**src/verilog/cpu900_defs.svh**
```systemverilog
// shared constants for the 900H load slice.
// widths, register-space bank nibbles and memory timing.
`ifndef CPU900_DEFS_SVH
`define CPU900_DEFS_SVH

// byte address width of both program and data memory.
`define CPU900_ADDR_W 24

// instruction words arrive 16 bits at a time.
`define CPU900_OP_W 16

// general purpose registers are 32 bits wide.
`define CPU900_REG_W 32

// high nibble of a register-space byte address for the current bank.
`define CPU900_BANK_CUR 4'hF

// high nibble of a register-space byte address for the previous bank.
`define CPU900_BANK_PRV 4'hE

// registers in each bank. Two banks make eight in total.
`define CPU900_NREG 4

// read latency of the memories in cen cycles.
`define CPU900_MEM_LAT 1

`endif

```
**src/verilog/cpu900_pkg.sv**
```systemverilog
// types shared by the 900H load slice.
// the opcode byte union and the load size encoding.
package cpu900_pkg;

    // load size, as carried on regs_we from the sequencer to the register file.
    typedef enum logic [1:0] {
        SZ_BYTE = 2'd0,     // low 8 bits replaced.
        SZ_WORD = 2'd1,     // low 16 bits replaced.
        SZ_LONG = 2'd2      // whole register replaced.
    } op_size_e;

    // low byte of an instruction word. A prefix and a load opcode
    // split the same eight bits in different ways.
    typedef union packed {
        struct packed {
            logic [1:0] kind;   // 10 is register based, 11 is absolute.
            logic [1:0] size;   // zz field with the operand size.
            logic       mode;   // 1 adds the displacement in the high byte.
            logic [2:0] rn;     // base register with the bank in the top bit.
        } pfx;
        struct packed {
            logic [4:0] code;   // 00100 is LD R,(mem).
            logic       bnk;    // 1 selects the current bank.
            logic [1:0] rn;     // destination register in the bank.
        } ld;
    } op_byte_u;

endpackage

```
**src/verilog/cpu900_core.sv**
```systemverilog
// top level of the 900H load slice.
// ties fetch, sequencer, address unit and registers to the two memory ports.
`include "cpu900_defs.svh"

module cpu900_core (
    input  logic                      clk,
    input  logic                      rst,
    input  logic                      cen,
    output logic [`CPU900_ADDR_W-1:0] prog_addr,
    output logic                      prog_rd,
    input  logic [`CPU900_OP_W-1:0]   prog_data,
    output logic [`CPU900_ADDR_W-1:0] ram_addr,
    output logic                      ram_rd,
    input  logic [`CPU900_REG_W-1:0]  ram_rdata,
    input  logic [2:0]                rd_sel,
    output logic [`CPU900_REG_W-1:0]  rd_data,
    output logic                      illegal
);

    logic [`CPU900_OP_W-1:0]   cur_op;
    logic                      op_ok;
    logic                      idx_en;
    logic                      idx_ok;
    logic                      ldram_en;
    cpu900_pkg::op_size_e      regs_we;
    logic [7:0]                regs_dst;
    logic [2:0]                base_sel;
    logic [`CPU900_REG_W-1:0]  base_val;
    logic [`CPU900_ADDR_W-1:0] ea;

    cpu900_fetch u_fetch (.clk(clk), .rst(rst), .cen(cen), .idx_en(idx_en),
        .ldram_en(ldram_en), .prog_addr(prog_addr), .prog_rd(prog_rd),
        .prog_data(prog_data), .cur_op(cur_op), .op_ok(op_ok));

    cpu900_ctrl u_ctrl (.clk(clk), .rst(rst), .cen(cen), .cur_op(cur_op), .op_ok(op_ok),
        .idx_en(idx_en), .idx_ok(idx_ok), .ldram_en(ldram_en), .regs_we(regs_we),
        .regs_dst(regs_dst), .illegal(illegal));

    cpu900_idx u_idx (.clk(clk), .rst(rst), .cen(cen), .cur_op(cur_op), .op_ok(op_ok),
        .idx_en(idx_en), .base_sel(base_sel), .base_val(base_val), .ea(ea),
        .idx_ok(idx_ok));

    cpu900_regs u_regs (.clk(clk), .rst(rst), .cen(cen), .ldram_en(ldram_en),
        .regs_we(regs_we), .regs_dst(regs_dst), .ea(ea), .ram_addr(ram_addr),
        .ram_rd(ram_rd), .ram_rdata(ram_rdata), .base_sel(base_sel),
        .base_val(base_val), .rd_sel(rd_sel), .rd_data(rd_data));

endmodule

```
**src/verilog/cpu900_ctrl.sv**
```systemverilog
// instruction sequencer for the 900H load slice.
// walks through fetch, index and RAM load phases and flags bad operands.
`include "cpu900_defs.svh"

module cpu900_ctrl (
    input  logic                    clk,
    input  logic                    rst,
    input  logic                    cen,
    input  logic [`CPU900_OP_W-1:0] cur_op,
    input  logic                    op_ok,
    output logic                    idx_en,
    input  logic                    idx_ok,
    output logic                    ldram_en,
    output cpu900_pkg::op_size_e    regs_we,
    output logic [7:0]              regs_dst,
    output logic                    illegal
);

    localparam logic [1:0] FETCH  = 2'd0;
    localparam logic [1:0] IDX    = 2'd1;
    localparam logic [1:0] LD_RAM = 2'd2;
    localparam logic [4:0] LD_CODE = 5'b00100; // LD R,(mem).

    logic [1:0]           op_phase;
    cpu900_pkg::op_byte_u op_byte;
    cpu900_pkg::op_size_e last_size;   // operand size taken from the prefix.
    logic                 is_prefix;

    assign op_byte = cur_op[7:0];

    // 10zz_xrrr is register based and 11zz_0xxx is absolute.
    assign is_prefix = (op_byte.pfx.kind == 2'b10) ||
                       (op_byte.pfx.kind == 2'b11 && !op_byte.pfx.mode);

    function automatic cpu900_pkg::op_size_e size_of(input logic [1:0] zz);
        case (zz)
            2'd0:    size_of = cpu900_pkg::SZ_BYTE;
            2'd1:    size_of = cpu900_pkg::SZ_WORD;
            default: size_of = cpu900_pkg::SZ_LONG; // zz of 3 is treated as long.
        endcase
    endfunction

    always_ff @(posedge clk or posedge rst) begin
        if (rst) begin
            op_phase <= FETCH;
            idx_en   <= 1'b0;
            ldram_en <= 1'b0;
            illegal  <= 1'b0;
        end else if (cen) begin
            case (op_phase)
                FETCH: begin
                    if (op_ok && is_prefix) begin
                        op_phase <= IDX;   // other first bytes are skipped.
                        idx_en   <= 1'b1;
                    end
                end
                IDX: begin
                    if (idx_ok) begin
                        idx_en <= 1'b0;
                        if (op_byte.ld.code == LD_CODE) begin
                            op_phase <= LD_RAM;
                            ldram_en <= 1'b1;
                        end else begin
                            op_phase <= FETCH; // unsupported operand.
                            illegal  <= 1'b1;  // stays set until reset.
                        end
                    end
                end
                default: begin
                    op_phase <= FETCH; // the load strobe lasts one cycle.
                    ldram_en <= 1'b0;
                end
            endcase
        end
    end

    always_ff @(posedge clk) begin
        if (cen) begin
            if (op_phase == FETCH && op_ok && is_prefix) begin
                last_size <= size_of(op_byte.pfx.size);
            end
            if (op_phase == IDX && idx_ok) begin
                regs_we  <= last_size;
                regs_dst <= {op_byte.ld.bnk ? `CPU900_BANK_CUR : `CPU900_BANK_PRV,
                             op_byte.ld.rn, 2'b00};
            end
        end
    end

    // indexing and the RAM load never overlap.
    a_idx_ld_excl: assert property (@(posedge clk) disable iff (rst)
        !(idx_en && ldram_en));

    a_ldram_pulse: assert property (@(posedge clk) disable iff (rst)
        cen && ldram_en |=> !ldram_en);

endmodule

```
**src/verilog/cpu900_fetch.sv**
```systemverilog
// instruction fetch for the 900H load slice.
// reads one 16-bit word every two cycles and holds while an instruction runs.
`include "cpu900_defs.svh"

module cpu900_fetch (
    input  logic                      clk,
    input  logic                      rst,
    input  logic                      cen,
    input  logic                      idx_en,
    input  logic                      ldram_en,
    output logic [`CPU900_ADDR_W-1:0] prog_addr,
    output logic                      prog_rd,
    input  logic [`CPU900_OP_W-1:0]   prog_data,
    output logic [`CPU900_OP_W-1:0]   cur_op,
    output logic                      op_ok
);

    localparam logic [`CPU900_ADDR_W-1:0] PC_STEP = 2; // two bytes per word.

    logic [`CPU900_ADDR_W-1:0] pc;
    logic [`CPU900_OP_W-1:0]   op_hold;     // last word seen, kept after op_ok.
    logic                      opnd_done;   // operand word already fetched.
    logic                      hold;
    logic                      start;

    // only the operand word may pass while indexing is active.
    assign hold  = ldram_en || (idx_en && (opnd_done || op_ok));
    assign start = !prog_rd && !hold;   // request and latch cycles alternate.

    assign prog_addr = pc;
    assign cur_op    = op_ok ? prog_data : op_hold;   // the sequencer reads it late.

    always_ff @(posedge clk or posedge rst) begin
        if (rst) begin
            pc        <= '0;
            prog_rd   <= 1'b0;
            op_ok     <= 1'b0;
            opnd_done <= 1'b0;
        end else if (cen) begin
            prog_rd <= start;
            op_ok   <= prog_rd;    // data comes back one cycle after the read.
            if (prog_rd) begin
                pc <= pc + PC_STEP;
            end
            if (!idx_en) begin
                opnd_done <= 1'b0; // a new instruction may start.
            end else if (op_ok) begin
                opnd_done <= 1'b1; // the operand has arrived.
            end
        end
    end

    always_ff @(posedge clk) begin
        if (cen && op_ok) begin
            op_hold <= prog_data;
        end
    end

    // a word is delivered for one cen cycle only.
    a_op_ok_pulse: assert property (@(posedge clk) disable iff (rst)
        cen && op_ok |=> !op_ok);

endmodule

```
**src/verilog/cpu900_idx.sv**
```systemverilog
// effective address unit for the 900H load slice.
// forms the data address from a base register, a displacement or an absolute byte.
`include "cpu900_defs.svh"

module cpu900_idx (
    input  logic                      clk,
    input  logic                      rst,
    input  logic                      cen,
    input  logic [`CPU900_OP_W-1:0]   cur_op,
    input  logic                      op_ok,
    input  logic                      idx_en,
    output logic [2:0]                base_sel,
    input  logic [`CPU900_REG_W-1:0]  base_val,
    output logic [`CPU900_ADDR_W-1:0] ea,
    output logic                      idx_ok
);

    logic [`CPU900_OP_W-1:0]   pfx_q;      // prefix word with the byte operand on top.
    cpu900_pkg::op_byte_u      pfx_byte;
    logic [`CPU900_ADDR_W-1:0] base_a;
    logic [`CPU900_ADDR_W-1:0] disp_a;
    logic [`CPU900_ADDR_W-1:0] abs_a;
    logic [`CPU900_ADDR_W-1:0] ea_nxt;
    logic                      ea_vld;     // ea holds the address for this prefix.
    logic                      opnd_seen;  // second word came before ea was ready.

    assign pfx_byte = pfx_q[7:0];
    assign base_sel = pfx_byte.pfx.rn;
    assign base_a   = base_val[`CPU900_ADDR_W-1:0];   // addresses use the low 24 bits.
    assign disp_a   = {{(`CPU900_ADDR_W-8){pfx_q[15]}}, pfx_q[15:8]};
    assign abs_a    = {{(`CPU900_ADDR_W-8){1'b0}}, pfx_q[15:8]};

    always_comb begin
        if (pfx_byte.pfx.kind == 2'b11) begin
            ea_nxt = abs_a;               // 8-bit absolute.
        end else if (pfx_byte.pfx.mode) begin
            ea_nxt = base_a + disp_a;     // base plus signed displacement.
        end else begin
            ea_nxt = base_a;              // register indirect.
        end
    end

    // pulses once when both the address and the operand word are in.
    assign idx_ok = idx_en && ea_vld && (op_ok || opnd_seen);

    always_ff @(posedge clk or posedge rst) begin
        if (rst) begin
            ea_vld    <= 1'b0;
            opnd_seen <= 1'b0;
        end else if (cen) begin
            ea_vld    <= idx_en;   // one cycle after the prefix for the base read.
            opnd_seen <= idx_en && (opnd_seen || op_ok);
        end
    end

    always_ff @(posedge clk) begin
        if (cen) begin
            if (op_ok && !idx_en) begin
                pfx_q <= cur_op;   // any word seen in the fetch phase may be a prefix.
            end
            if (idx_en) begin
                ea <= ea_nxt;
            end
        end
    end

endmodule

```
**src/verilog/cpu900_regs.sv**
```systemverilog
// register file for the 900H load slice.
// two banks of four 32-bit registers, loaded from data memory by size.
`include "cpu900_defs.svh"

module cpu900_regs (
    input  logic                      clk,
    input  logic                      rst,
    input  logic                      cen,
    input  logic                      ldram_en,
    input  cpu900_pkg::op_size_e      regs_we,
    input  logic [7:0]                regs_dst,
    input  logic [`CPU900_ADDR_W-1:0] ea,
    output logic [`CPU900_ADDR_W-1:0] ram_addr,
    output logic                      ram_rd,
    input  logic [`CPU900_REG_W-1:0]  ram_rdata,
    input  logic [2:0]                base_sel,
    output logic [`CPU900_REG_W-1:0]  base_val,
    input  logic [2:0]                rd_sel,
    output logic [`CPU900_REG_W-1:0]  rd_data
);

    localparam int NR = 2 * `CPU900_NREG;

    logic [`CPU900_REG_W-1:0]  rf [NR];    // index 0-3 is bank E, 4-7 is bank F.
    cpu900_pkg::op_size_e      wr_size;
    logic [2:0]                wr_idx;
    logic [`CPU900_MEM_LAT-1:0] rd_pipe;   // tracks the read until data returns.

    assign base_val = rf[base_sel];
    assign rd_data  = rf[rd_sel];

    always_ff @(posedge clk or posedge rst) begin
        if (rst) begin
            ram_rd  <= 1'b0;
            rd_pipe <= '0;
            for (int i = 0; i < NR; i++) begin
                rf[i] <= '0;
            end
        end else if (cen) begin
            ram_rd  <= ldram_en;   // read in the cycle after the load strobe.
            rd_pipe <= (rd_pipe << 1) | `CPU900_MEM_LAT'(ram_rd);
            if (rd_pipe[`CPU900_MEM_LAT-1]) begin
                case (wr_size)
                    cpu900_pkg::SZ_BYTE: rf[wr_idx][7:0]  <= ram_rdata[7:0];
                    cpu900_pkg::SZ_WORD: rf[wr_idx][15:0] <= ram_rdata[15:0];
                    default:             rf[wr_idx]       <= ram_rdata;
                endcase
            end
        end
    end

    always_ff @(posedge clk) begin
        if (cen && ldram_en) begin
            ram_addr <= ea;
            wr_size  <= regs_we;
            wr_idx   <= {regs_dst[7:4] == `CPU900_BANK_CUR, regs_dst[3:2]};
        end
    end

endmodule
```
**config.mk**
```make
export PLATFORM = sky130hd
export DESIGN_NAME = cpu900_core
export DESIGN_NICKNAME = d
export VERILOG_FILES = /design/src/verilog/cpu900_pkg.sv /design/src/verilog/cpu900_core.sv /design/src/verilog/cpu900_ctrl.sv /design/src/verilog/cpu900_fetch.sv /design/src/verilog/cpu900_idx.sv /design/src/verilog/cpu900_regs.sv
export VERILOG_INCLUDE_DIRS = /design/src /design/src/verilog
export SDC_FILE = /design/constraint.sdc
export NUM_CORES = 1
export LEC_CHECK = 0
export BUFFER_PORTS_ARGS = -buffer_cell sky130_fd_sc_hd__buf_2
export CAP_MARGIN = 20
export CORE_ASPECT_RATIO = 1.75
export CORE_MARGIN = 3
export CORE_UTILIZATION = 40
export DETAILED_ROUTE_END_ITERATION = 6
export GPL_TIMING_DRIVEN = 0
export PLACE_DENSITY_LB_ADDON = 0.25
export SETUP_SLACK_MARGIN = 0.02
export SKIP_LAST_GASP = 1
export SYNTH_ARGS = -nofsm -noshare
export SYNTH_HDL_FRONTEND = slang
export SYNTH_SLANG_ARGS = --single-unit
```
**constraint.sdc**
```tcl
create_clock -name clk -period 11.6 [get_ports clk]
set_clock_uncertainty 0.05 [all_clocks]
set_input_delay 0.58 -clock clk [delete_from_list [all_inputs] [get_ports clk]]
set_output_delay 0.58 -clock clk [all_outputs]
set_load 0.02 [all_outputs]
```
==> results of run 1 <==
[path summary, 6_finish.rpt]
| path | cells past startpoint | endpoint | start |
|---|---|---|---|
| min | 1 | u_fetch.op_hold[13] | prog_data[13] |
| max in group asynchronous | 5 | u_regs.rf[39] | rst |
| min reg2reg | 0 | u_regs.ram_addr[10] | u_idx.ea[10] |
| max | 11 | u_idx.ea[23] | u_idx.pfx_q[0] |
| max reg2reg | 11 | u_idx.ea[23] | u_idx.pfx_q[0] |
| min in group asynchronous | 3 | u_regs.rf[65] | rst |
[cell type report]
type                    count  area, µm²  area share [%]
flip-flops and latches    381       9985           45.57
multi-input cells         811       8696           39.69
clock buffers              52       1105           5.043
repair buffers            139      795.8           3.632
well taps                 588      735.7           3.358
plain buffers              59      281.5           1.285
clock inverters            19      231.5           1.056
inverters                  18      75.07          0.3426
diodes                      2      5.005         0.02284
[per-stage QoR]
| step | instances | TNS [ns] | cell area, µm² | total power [W] |
|---|---|---|---|---|
| 2_1_floorplan | 1269 | 0 | 19030 | 0.002517 |
| 3_3_place_gp | 1989 | -65.17 | 20430 | 0.002753 |
| 3_5_place_dp | 1994 | 0 | 20530 | 0.002802 |
| 4_1_cts | 2066 | 0 | 21880 | 0.004123 |
| 5_1_grt | 2068 | 0 | 21910 | 0.004279 |
| 6_report | 2069 | 0 | 21910 | 0.004081 |
[logic make-up (layout without fill, tap and decap cells)]
logic type / Yosys count / after routing / share of synthesized area, %
muxes: 446 / 446 / 33.05
DFF: 381 / 381 / 52.47
and+or+nand+nor: 178 / 178 / 4.977
AOI/OAI and AO/OA: 125 / 125 / 4.307
buffers and inverters: 77 / 287 / 1.834
xor gates and xnor gates: 36 / 36 / 1.657
adders and majority gates: 25 / 25 / 1.683
other: 1 / 3 / 0.01971
[repair_timing]
action                                  in CTS  in global routing
hold endpoints to repair                    45                  0
endpoints found under the setup margin       0                  0
hold buffers                                 1                  0
[synthesized netlist by cell type, types with 5 or more instances]
library cell	n
a211oi_1	13
a21oi_1	33
and2_1	9
buf_1	6
buf_2	27
buf_4	5
clkbuf_1	20
dfrtp_1	291
edfxtp_1	90
ha_1	24
inv_1	18
mux2_2	329
mux4_2	112
nand2_1	46
nand3_1	13
nand4_1	11
nor2_1	40
nor3_1	10
nor3_2	6
o21ai_0	34
xnor2_1	24
xor2_1	12
[metal layers]
| metal | routed length [µm] | vias to the layer above | part of all wire [%] | global-route usage, % |
|---|---|---|---|---|
| li1 | - | 5249 | - | - |
| met1 | 18870 | 6203 | 38 | 23.00 |
| met2 | 27290 | 247 | 55 | 37.44 |
| met3 | 1917 | 80 | 3.9 | 2.966 |
| met4 | 1230 | 4 | 2.5 | 5.226 |
| met5 | 17 | - | 0.034 | 0 |
[power groups by stage]
stage / clock [W] / combinational (W) / sequential [W]
3_3_place_gp: 0 / 0.000930 / 0.00182
6_report: 0.00131 / 0.000952 / 0.00182
2_1_floorplan: 0 / 0.000712 / 0.00181
5_1_grt: 0.00139 / 0.00104 / 0.00185
4_1_cts: 0.00134 / 0.000960 / 0.00182
3_5_place_dp: 0 / 0.000956 / 0.00185
==> qor.txt, run 1 <==
run status: finished, final reports clean
Hold Path Class: in2reg
detailed-route via count: 11780
clock power share: 32.0%
prevailing post-synth register cell: dfrtp_1
CTS resizes: 0
initial core utilization: 40.57%
Yosys top cell by area: dfrtp_1
first-pass GRT wire length: 75870 µm
number of max-cap violations: 0
clk_lat worst skew: 0.55 ns
GPL Wtd Cong: 0.8643
Chip Width: 170.9 µm
WL/cell: 23.84 µm
overflow left after global routing: 0
CP required: 11.83 ns
clk root buf: clkbuf_16
number of global-route vias before repair: 12640
most frequent cells in the layout: mux2_2 (329), dfrtp_1 (291), buf_2 (159), mux4_2 (112), edfxtp_1 (90)
pre-CTS setup slack: 6.751 ns
Max Fclk: 207.1 MHz
Flop pwr share: 44.6%
fillcell total: 4150
synth warn: 0
post-CTS setup buffers: 0
Net Sw Power: 0.001146 W
Mapped Area: 19030 µm²
syn_nets: 1348
crit-path leading delay family: simple AND/OR/NAND/NOR gates
combinational share of power: 23.3%
clk sinks: 381
period utilization: 41.62%
Post-DP HPWL: 35100 µm
Max FO, Critical Path: 10
final core utilization: 46.71%
antenna violations before repair: 4
DIE AREA: 50330 µm²
final count of negative-setup-slack endpoints: 0
largest net degree at the start of global routing: 128
layout cell share with drive strength beyond 1: 47.67%
EDFF count, synth: 90
critical path class: reg2reg
#FFs+latches synth: 381
CP peak stage delay: 0.83 ns
final antenna-violating net count: 0
P&R area growth vs syn: 15.14%
CP Buf/Inv Count: 2
CTS tree: done
PwrDens: 186.3 nW/µm²
DRC violations left: 0
IO Pins: 137
clock buffer depth: 3
flop-to-flop setup slack: 6.77 ns
Vias/cell: 5.695
Mapped Cells: 1269
Slew headroom: 28.50%
Worst-path clk slew: 0.07 ns
most common cell after layout, fill and taps aside: mux2_2
Final Hold Fails: 0
Yosys top cell area share: 38.27%
register area share after synthesis: 52.47%
slowest CP cell: buf_1
top cells by area in the synthesized netlist: dfrtp_1 (38%), mux2_2 (19%), edfxtp_1 (14%)
GRT Resource Usage Total: 19.75%
drt first pass iters: 6
Yosys cell types: 67
Cell Int Power: 0.002936 W
initial drt markers: 726
nature of the critical path endpoint: register
Slew @ Worst Pin: 1.072 ns
nets@finish: 1528
Final WS setup: 6.772 ns
port buffer count: 132
Worst setup SP type: register
CP cell instances: buf_4 -> buf_1 -> mux4_2 -> mux2_2 -> ha_1 -> and4_1 -> nor4b_1 -> and3_1 -> nor2_1 -> a21o_1 -> or3_1
Slew Viols, Final: 0
core area: 46900 µm²
Worst Hold Slack: 0.1695 ns
Die Span Y: 294.5 µm
WP data arrival: 5.06 ns
Sw Ratio: 28.07%
CTS Buf Count: 39
RSZ-0062 raised after global routing: no
Final Critical Period: 4.828 ns
maximum VDD drop: 0.1519 mV
H-tree levels: 2
Leak: 8.961 nW
Avg Inst Size Synth: 15.00 µm²
row count: 105
fraction of registers with async set/reset: 76.38%
Total Wirelength: 49320 µm
(Power assumes the default switching activity.)
==> run 2, diff against run 1 <==
--- a/config.mk
+++ b/config.mk
@@ -6,6 +6,7 @@
 export SDC_FILE = /design/constraint.sdc
 export NUM_CORES = 1
 export LEC_CHECK = 0
+export ABC_AREA = 1
 export BUFFER_PORTS_ARGS = -buffer_cell sky130_fd_sc_hd__buf_2
 export CAP_MARGIN = 20
 export CORE_ASPECT_RATIO = 1.75
==> constraint.sdc (replaced) <==
create_clock -name clk -period 4.65 [get_ports clk]
set_clock_uncertainty 0.05 [all_clocks]
set_input_delay 0.2325 -clock clk [delete_from_list [all_inputs] [get_ports clk]]
set_output_delay 0.2325 -clock clk [all_outputs]
set_load 0.02 [all_outputs]
==> qor.txt, run 2 <==
IO Pins: 137 (unchanged)
top cells by count, synth: nand2_1 (596), o21ai_0 (505), dfrtp_1 (291) (was mux2_2 (329), dfrtp_1 (291), mux4_2 (112))
post-route insts no fill: 3384 (was 2069)
P&R area growth vs syn: 17.04% (was 15.14%)
#FFs+latches synth: 381 (unchanged)
main combinational cell family by area after synthesis: compound AO/OA/AOI/OAI gates (was multiplexers)
area fraction in compound gates after synthesis: 20.19% (was 4.307%)
clk_lat worst skew: 0.55 ns (about the same)
Post-DP HPWL: 56110 µm (was 35100 µm)
syn_nets: 2566 (was 1348)
clock buffer depth: 3 (unchanged)
fin area: 23070 µm² (was 21910 µm²)
top cells by area in the synthesized netlist: dfrtp_1 (37%), edfxtp_1 (14%), o21ai_0 (13%) (was dfrtp_1 (38%), mux2_2 (19%), edfxtp_1 (14%))
most common cell after layout, fill and taps aside: nand2_1 (was mux2_2)
largest net degree at the start of global routing: 43 (was 128)
Leak: 10.64 nW (was 8.961 nW)
Chip Width: 173.8 µm (was 170.9 µm)
Final Critical Period: 4.202 ns (was 4.828 ns)
Worst-path clk slew: 0.07 ns (about the same)
fraction of registers with async set/reset: 76.38% (unchanged)
WL/cell: 22.40 µm (was 23.84 µm)
EDFF count, synth: 90 (unchanged)
Avg Inst Size Synth: 7.927 µm² (was 15.00 µm²)
overflow left after global routing: 0 (unchanged)
Max FO, Critical Path: 10 (unchanged)
CTS tree: done (unchanged)
Slew @ Worst Pin: 1.016 ns (was 1.072 ns)
maximum VDD drop: 0.3040 mV (was 0.1519 mV)
number of global-route vias before repair: 18940 (was 12640)
placed cell count: 3283 (was 1994)
clk sinks: 381 (unchanged)
fillcell total: 4897 (was 4150)
DIE AREA: 52090 µm² (was 50330 µm²)
Yosys top cell area share: 36.94% (was 38.27%)
synth warn: 0 (unchanged)
nature of the critical path endpoint: register (unchanged)
CTS Buf Count: 41 (was 39)
post-CTS setup buffers: 0 (unchanged)
final antenna-violating net count: 0 (unchanged)
number of max-cap violations: 0 (unchanged)
Synth Area in Adders: 1.625% (was 1.683%)
DRC violations left: 15 (was 0)
initial core utilization: 40.45% (was 40.57%)
CP required: 4.91 ns (was 11.83 ns)
CTS resizes: 0 (unchanged)
n_diodes: 0 (was 2)
Slew Viols, Final: 0 (unchanged)
antenna violations before repair: 0 (was 4)
Die Span Y: 299.7 µm (was 294.5 µm)
Mapped Cells: 2487 (was 1269)
WP data arrival: 4.46 ns (was 5.06 ns)
clk root buf: clkbuf_16 (unchanged)
detailed-route via count: 18980 (was 11780)
R2R depth: 16 (was 11)
PwrDens: 375.5 nW/µm² (was 186.3 nW/µm²)
setup TNS: 0 ns (unchanged)
Final Power: 0.008663 W (was 0.004081 W)
Worst Hold Slack: 0.03446 ns (was 0.1695 ns)
post-synthesis xor/xnor area fraction: 1.111% (was 1.657%)
nets@finish: 2778 (was 1528)
register area share after synthesis: 50.65% (was 52.47%)
final count of negative-setup-slack endpoints: 0 (unchanged)
area of placed instances: 21390 µm² (was 20530 µm²)
initial drt markers: 1717 (was 726)
prevailing post-synth register cell: dfrtp_1 (unchanged)
Yosys top cell by area: dfrtp_1 (unchanged)
Slew headroom: 32.25% (was 28.50%)
most frequent cells in the layout: nand2_1 (596), o21ai_0 (505), dfrtp_1 (291), inv_1 (243), nor2_1 (221) (was mux2_2 (329), dfrtp_1 (291), buf_2 (159), mux4_2 (112), edfxtp_1 (90))
core area: 48730 µm² (was 46900 µm²)
# hold bufs at CTS: 26 (was 1)
count leader, synth: nand2_1 (was mux2_2)
run status: finished with violations (was finished, final reports clean)
GPL Wtd Cong: 1.008 (was 0.8643)
Hold Path Class: in2reg (unchanged)
failing checks: DRC
H-tree levels: 2 (unchanged)
drt first pass iters: 7 (was 6)
Final Hold Fails: 0 (unchanged)
Post-Synth Simple-Gate Area: 18.54% (was 4.977%)
GRT Resource Usage Total: 28.47% (was 19.75%)
critical path class: reg2reg (unchanged)
row count: 107 (was 105)
Yosys cell types: 44 (was 67)
layout cell share with drive strength beyond 1: 10.99% (was 47.67%)
port buffer count: 132 (unchanged)
first-pass GRT wire length: 112600 µm (was 75870 µm)
Hold Path Depth: 3 (was 1)
Total Wirelength: 75800 µm (was 49320 µm)
period utilization: 90.37% (was 41.62%)
RSZ-0062 raised after global routing: no (unchanged)
Vias/cell: 5.609 (was 5.695)
Max Fclk: 238.0 MHz (was 207.1 MHz)
Mapped Area: 19710 µm² (was 19030 µm²)
mux cell area share after synthesis: 0.05077% (was 33.05%)
Worst setup SP type: register (unchanged)
run 2: cell count changes in the layout (fill, tap and decap cells not counted), sizes merged, moves of 112 or more:
cell / change
inv: +233
mux2: -329
mux4: -112
nand2: +554
nor2: +178
o21ai: +508
run 2: worst max-delay path: stages, from the launching register on:
cell and delay, ns:
edfxtp_1 0.49, inv_2 0.20, clkbuf_1 0.76, nor2_1 0.06
o21ai_0 0.50, o21ai_1 0.20, inv_1 0.10, ha_1 0.21
nand2_1 0.12, nor2_1 0.39, nand3_1 0.13, nand3b_1 0.23
nand2_1 0.11, nand3_1 0.08, nand2_1 0.05, nor2_1 0.20
nor2_1 0.06
run 2: power by group:
part / internal [W] / total, W / switching, W / leakage [nW]
Combinational: 0.000451 / 0.00154 / 0.00109 / 5.23
Sequential: 0.00354 / 0.00362 / 0.0000871 / 4.73
Clock: 0.00204 / 0.00350 / 0.00146 / 0.676
run 2: final timing paths:
path / endpoint / slack [ns] / start
setup / recovery: u_idx.ea[18] / 0.45 / u_idx.pfx_q[0]
hold / removal: register / 0.03 / ram_rdata[29]
min in group asynchronous: asynchronous set/reset pin / 0.26 / rst
hold reg to reg: u_regs.ram_addr[6] / 0.36 / u_idx.ea[6]
max in group asynchronous: u_ctrl.op_phase[0] / 2.68 / rst
setup reg to reg: u_idx.ea[18] / 0.45 / u_idx.pfx_q[0]
run 2: cell type report:
| type | instances | area, µm² | share of cell area (%) |
|---|---|---|---|
| buffer | 136 | 603.1 | 2.614 |
| clock buffer | 46 | 1086 | 4.707 |
| clock inverter | 28 | 334.1 | 1.448 |
| inverter | 250 | 942.2 | 4.083 |
| multi-input combinational | 1720 | 8188 | 35.49 |
| sequential | 381 | 9985 | 43.27 |
| tap | 654 | 818.3 | 3.546 |
| timing repair buffer | 169 | 1117 | 4.842 |
run 2: cell families (layout without fill, tap and decap cells):
kind of cell	after synthesis	count (layout)
buffers and inverters	386	629
DFF	381	381
adders and majority gates	25	25
and+or+nand+nor	914	914
other	1	1
xor gates and xnor gates	25	25
AOI/OAI and AO/OA	754	754
muxes	1	1
run 2: stage by stage:
step                      setup WS, ns  util (%)
after floorplan                 0.5063         -
after global placement          -1.238     43.50
after detailed placement        0.6522     43.89
after CTS                       0.6369     47.34
after global routing            0.3746     47.35
final                           0.4476     47.35
run 2: layer usage:
| layer | global-route usage, % | wire, µm |
|---|---|---|
| met5 | 0 | 0 |
| met4 | 25.65 | 8100 |
| met3 | 4.284 | 5037 |
| met2 | 50.04 | 37570 |
| met1 | 28.87 | 25090 |
==> run 3, diff against run 2 <==
--- a/config.mk
+++ b/config.mk
@@ -6,7 +6,7 @@
 export SDC_FILE = /design/constraint.sdc
 export NUM_CORES = 1
 export LEC_CHECK = 0
-export ABC_AREA = 1
+export ABC_AREA = 0
 export BUFFER_PORTS_ARGS = -buffer_cell sky130_fd_sc_hd__buf_2
 export CAP_MARGIN = 20
 export CORE_ASPECT_RATIO = 1.75
@@ -17,6 +17,7 @@
 export PLACE_DENSITY_LB_ADDON = 0.25
 export SETUP_SLACK_MARGIN = 0.02
 export SKIP_LAST_GASP = 1
+export SLEW_MARGIN = 20
 export SYNTH_ARGS = -nofsm -noshare
 export SYNTH_HDL_FRONTEND = slang
 export SYNTH_SLANG_ARGS = --single-unit
==> qor.txt, run 3 (same netlist as run 1, synthesis figures left out) <==
initial drt markers: 463 (was 1717)
P&R area growth vs syn: 18.40% (was 17.04%)
nature of the critical path endpoint: register (unchanged)
GPL Wtd Cong: 0.8722 (was 1.008)
layout cell share with drive strength beyond 1: 47.00% (was 10.99%)
Final Hold Fails: 0 (unchanged)
row count: 105 (was 107)
Slew Viols, Final: 0 (unchanged)
Worst setup SP type: register (unchanged)
Sw Ratio: 28.14% (was 30.48%)
DIE AREA: 50330 µm² (was 52090 µm²)
IO Pins: 137 (unchanged)
Chip Width: 170.9 µm (was 173.8 µm)
CTS tree: done (unchanged)
run status: finished, final reports clean (was finished with violations)
nets@finish: 1582 (was 2778)
Worst Hold Slack: 0.1637 ns (was 0.03446 ns)
Worst-path clk slew: 0.06 ns (was 0.07 ns)
clk_lat worst skew: 0.55 ns (about the same)
clock buffer depth: 3 (unchanged)
final core utilization: 48.04% (was 47.35%)
Vias/cell: 5.688 (was 5.609)
core area: 46900 µm² (was 48730 µm²)
most frequent cells in the layout: mux2_2 (329), dfrtp_1 (291), buf_2 (156), mux4_2 (112), edfxtp_1 (90) (was nand2_1 (596), o21ai_0 (505), dfrtp_1 (291), inv_1 (243), nor2_1 (221))
Die Span Y: 294.5 µm (was 299.7 µm)
drt first pass iters: 5 (was 7)
Cell Int Power: 0.007384 W (was 0.006023 W)
Leak: 9.211 nW (was 10.64 nW)
number of global-route vias before repair: 12940 (was 18940)
Total Wirelength: 50290 µm (was 75800 µm)
area of placed instances: 20650 µm² (was 21390 µm²)
clk root buf: clkbuf_16 (unchanged)
CP required: 4.89 ns (was 4.91 ns)
pre-CTS setup slack: -0.2184 ns (was 0.6522 ns)
maximum VDD drop: 0.3228 mV (was 0.3040 mV)
Hold Path Class: in2reg (unchanged)
antenna violations before repair: 2 (was 0)
Final WS setup: 0.2060 ns (was 0.4476 ns)
CTS Buf Count: 39 (was 41)
DRC violations left: 0 (was 15)
first-pass GRT wire length: 77560 µm (was 112600 µm)
combinational share of power: 23.7% (was 17.8%)
GRT Resource Usage Total: 20.28% (was 28.47%)
port buffer count: 132 (unchanged)
critical path class: reg2reg (unchanged)
H-tree levels: 2 (unchanged)
overflow left after global routing: 0 (unchanged)
Max Fclk: 225.0 MHz (was 238.0 MHz)
PwrDens: 456.1 nW/µm² (was 375.5 nW/µm²)
largest net degree at the start of global routing: 36 (was 43)
RSZ-0062 raised after global routing: no (unchanged)
Net Sw Power: 0.002892 W (was 0.002641 W)
fin area: 22530 µm² (was 23070 µm²)
Final Critical Period: 4.444 ns (was 4.202 ns)
Flop pwr share: 44.2% (was 41.8%)
Final Power: 0.01028 W (was 0.008663 W)
Post-DP HPWL: 35730 µm (was 56110 µm)
WL/cell: 23.70 µm (was 22.40 µm)
Slew headroom: 25.93% (was 32.25%)
WP data arrival: 4.69 ns (was 4.46 ns)
Max FO, Critical Path: 10 (unchanged)
Slew @ Worst Pin: 1.105 ns (was 1.016 ns)
number of max-cap violations: 0 (unchanged)
final count of negative-setup-slack endpoints: 0 (unchanged)
detailed-route via count: 12070 (was 18980)
final antenna-violating net count: 0 (unchanged)
period utilization: 95.57% (was 90.37%)
initial core utilization: 40.57% (was 40.45%)
clk sinks: 381 (unchanged)
clock power share: 32.1% (was 40.4%)
most common cell after layout, fill and taps aside: mux2_2 (was nand2_1)
run 3: worst max-delay path, stage by stage, from the launching register on:
cell	delay [ns]
edfxtp_1	0.48
buf_4	0.33
buf_2	0.47
mux4_2	0.58
mux2_2	0.33
ha_1	0.42
and4_1	0.30
nor4b_1	0.39
a32o_1	0.23
nor2_1	0.08
a21o_1	0.16
or3_1	0.35
run 3: power groups by stage:
| stage | clock [W] | sequential, W | combinational, W |
|---|---|---|---|
| after floorplan | 0 | 0.00450 | 0.00178 |
| after global placement | 0 | 0.00455 | 0.00233 |
| after detailed placement | 0 | 0.00460 | 0.00240 |
| after CTS | 0.00340 | 0.00454 | 0.00244 |
| after global routing | 0.00350 | 0.00463 | 0.00264 |
| final | 0.00330 | 0.00455 | 0.00243 |
run 3: area by class of cell:
| class | instances | area [µm²] |
|---|---|---|
| fillers | 4072 | 24370 |
| flip-flops and latches | 381 | 9985 |
| multi-input cells | 811 | 8726 |
| repair buffers | 193 | 1374 |
| clock buffers | 49 | 1075 |
| well taps | 588 | 735.7 |
| plain buffers | 59 | 294.0 |
| clock inverters | 21 | 266.5 |
| inverters | 18 | 71.32 |
| diodes | 2 | 5.005 |
run 3: stage by stage:
stage	instances	setup TNS (ns)
3_5_place_dp	1999	-0.7667
3_3_place_gp	1989	-373.95
4_1_cts	2119	0
5_1_grt	2121	0
6_report	2122	0
2_1_floorplan	1269	0
run 3: timing repair:
item | CTS | global route
setup buffers | 1 | 1
gates resized for setup | 2 | 8
endpoints found under the setup margin | 8 | 7
hold buffers | 49 | 0
pin swaps | 0 | 1
endpoints found under the hold margin | 366 | 0
run 3: layer usage:
metal / vias to the layer above / global-route usage (%) / part of all wire, %
met3: 99 / 2.603 / 3.8
met4: 0 / 7.976 / 4.0
met1: 6312 / 23.48 / 38
met5: - / 0 / 0
li1: 5368 / - / -
met2: 291 / 37.62 / 55
run 3: worst paths after layout:
path / from / end / slack, ns / cells past startpoint
hold reg to reg: u_idx.ea[17] / u_regs.ram_addr[17] / 0.37 / 0
hold / removal: cen / u_regs.rd_pipe / 0.16 / 3
max in group asynchronous: rst / u_regs.rf[204] / 2.98 / 9
setup reg to reg: u_idx.pfx_q[1] / u_idx.ea[23] / 0.21 / 11
min in group asynchronous: rst / u_regs.rf[65] / 0.23 / 4
setup / recovery: u_idx.pfx_q[1] / u_idx.ea[23] / 0.21 / 11
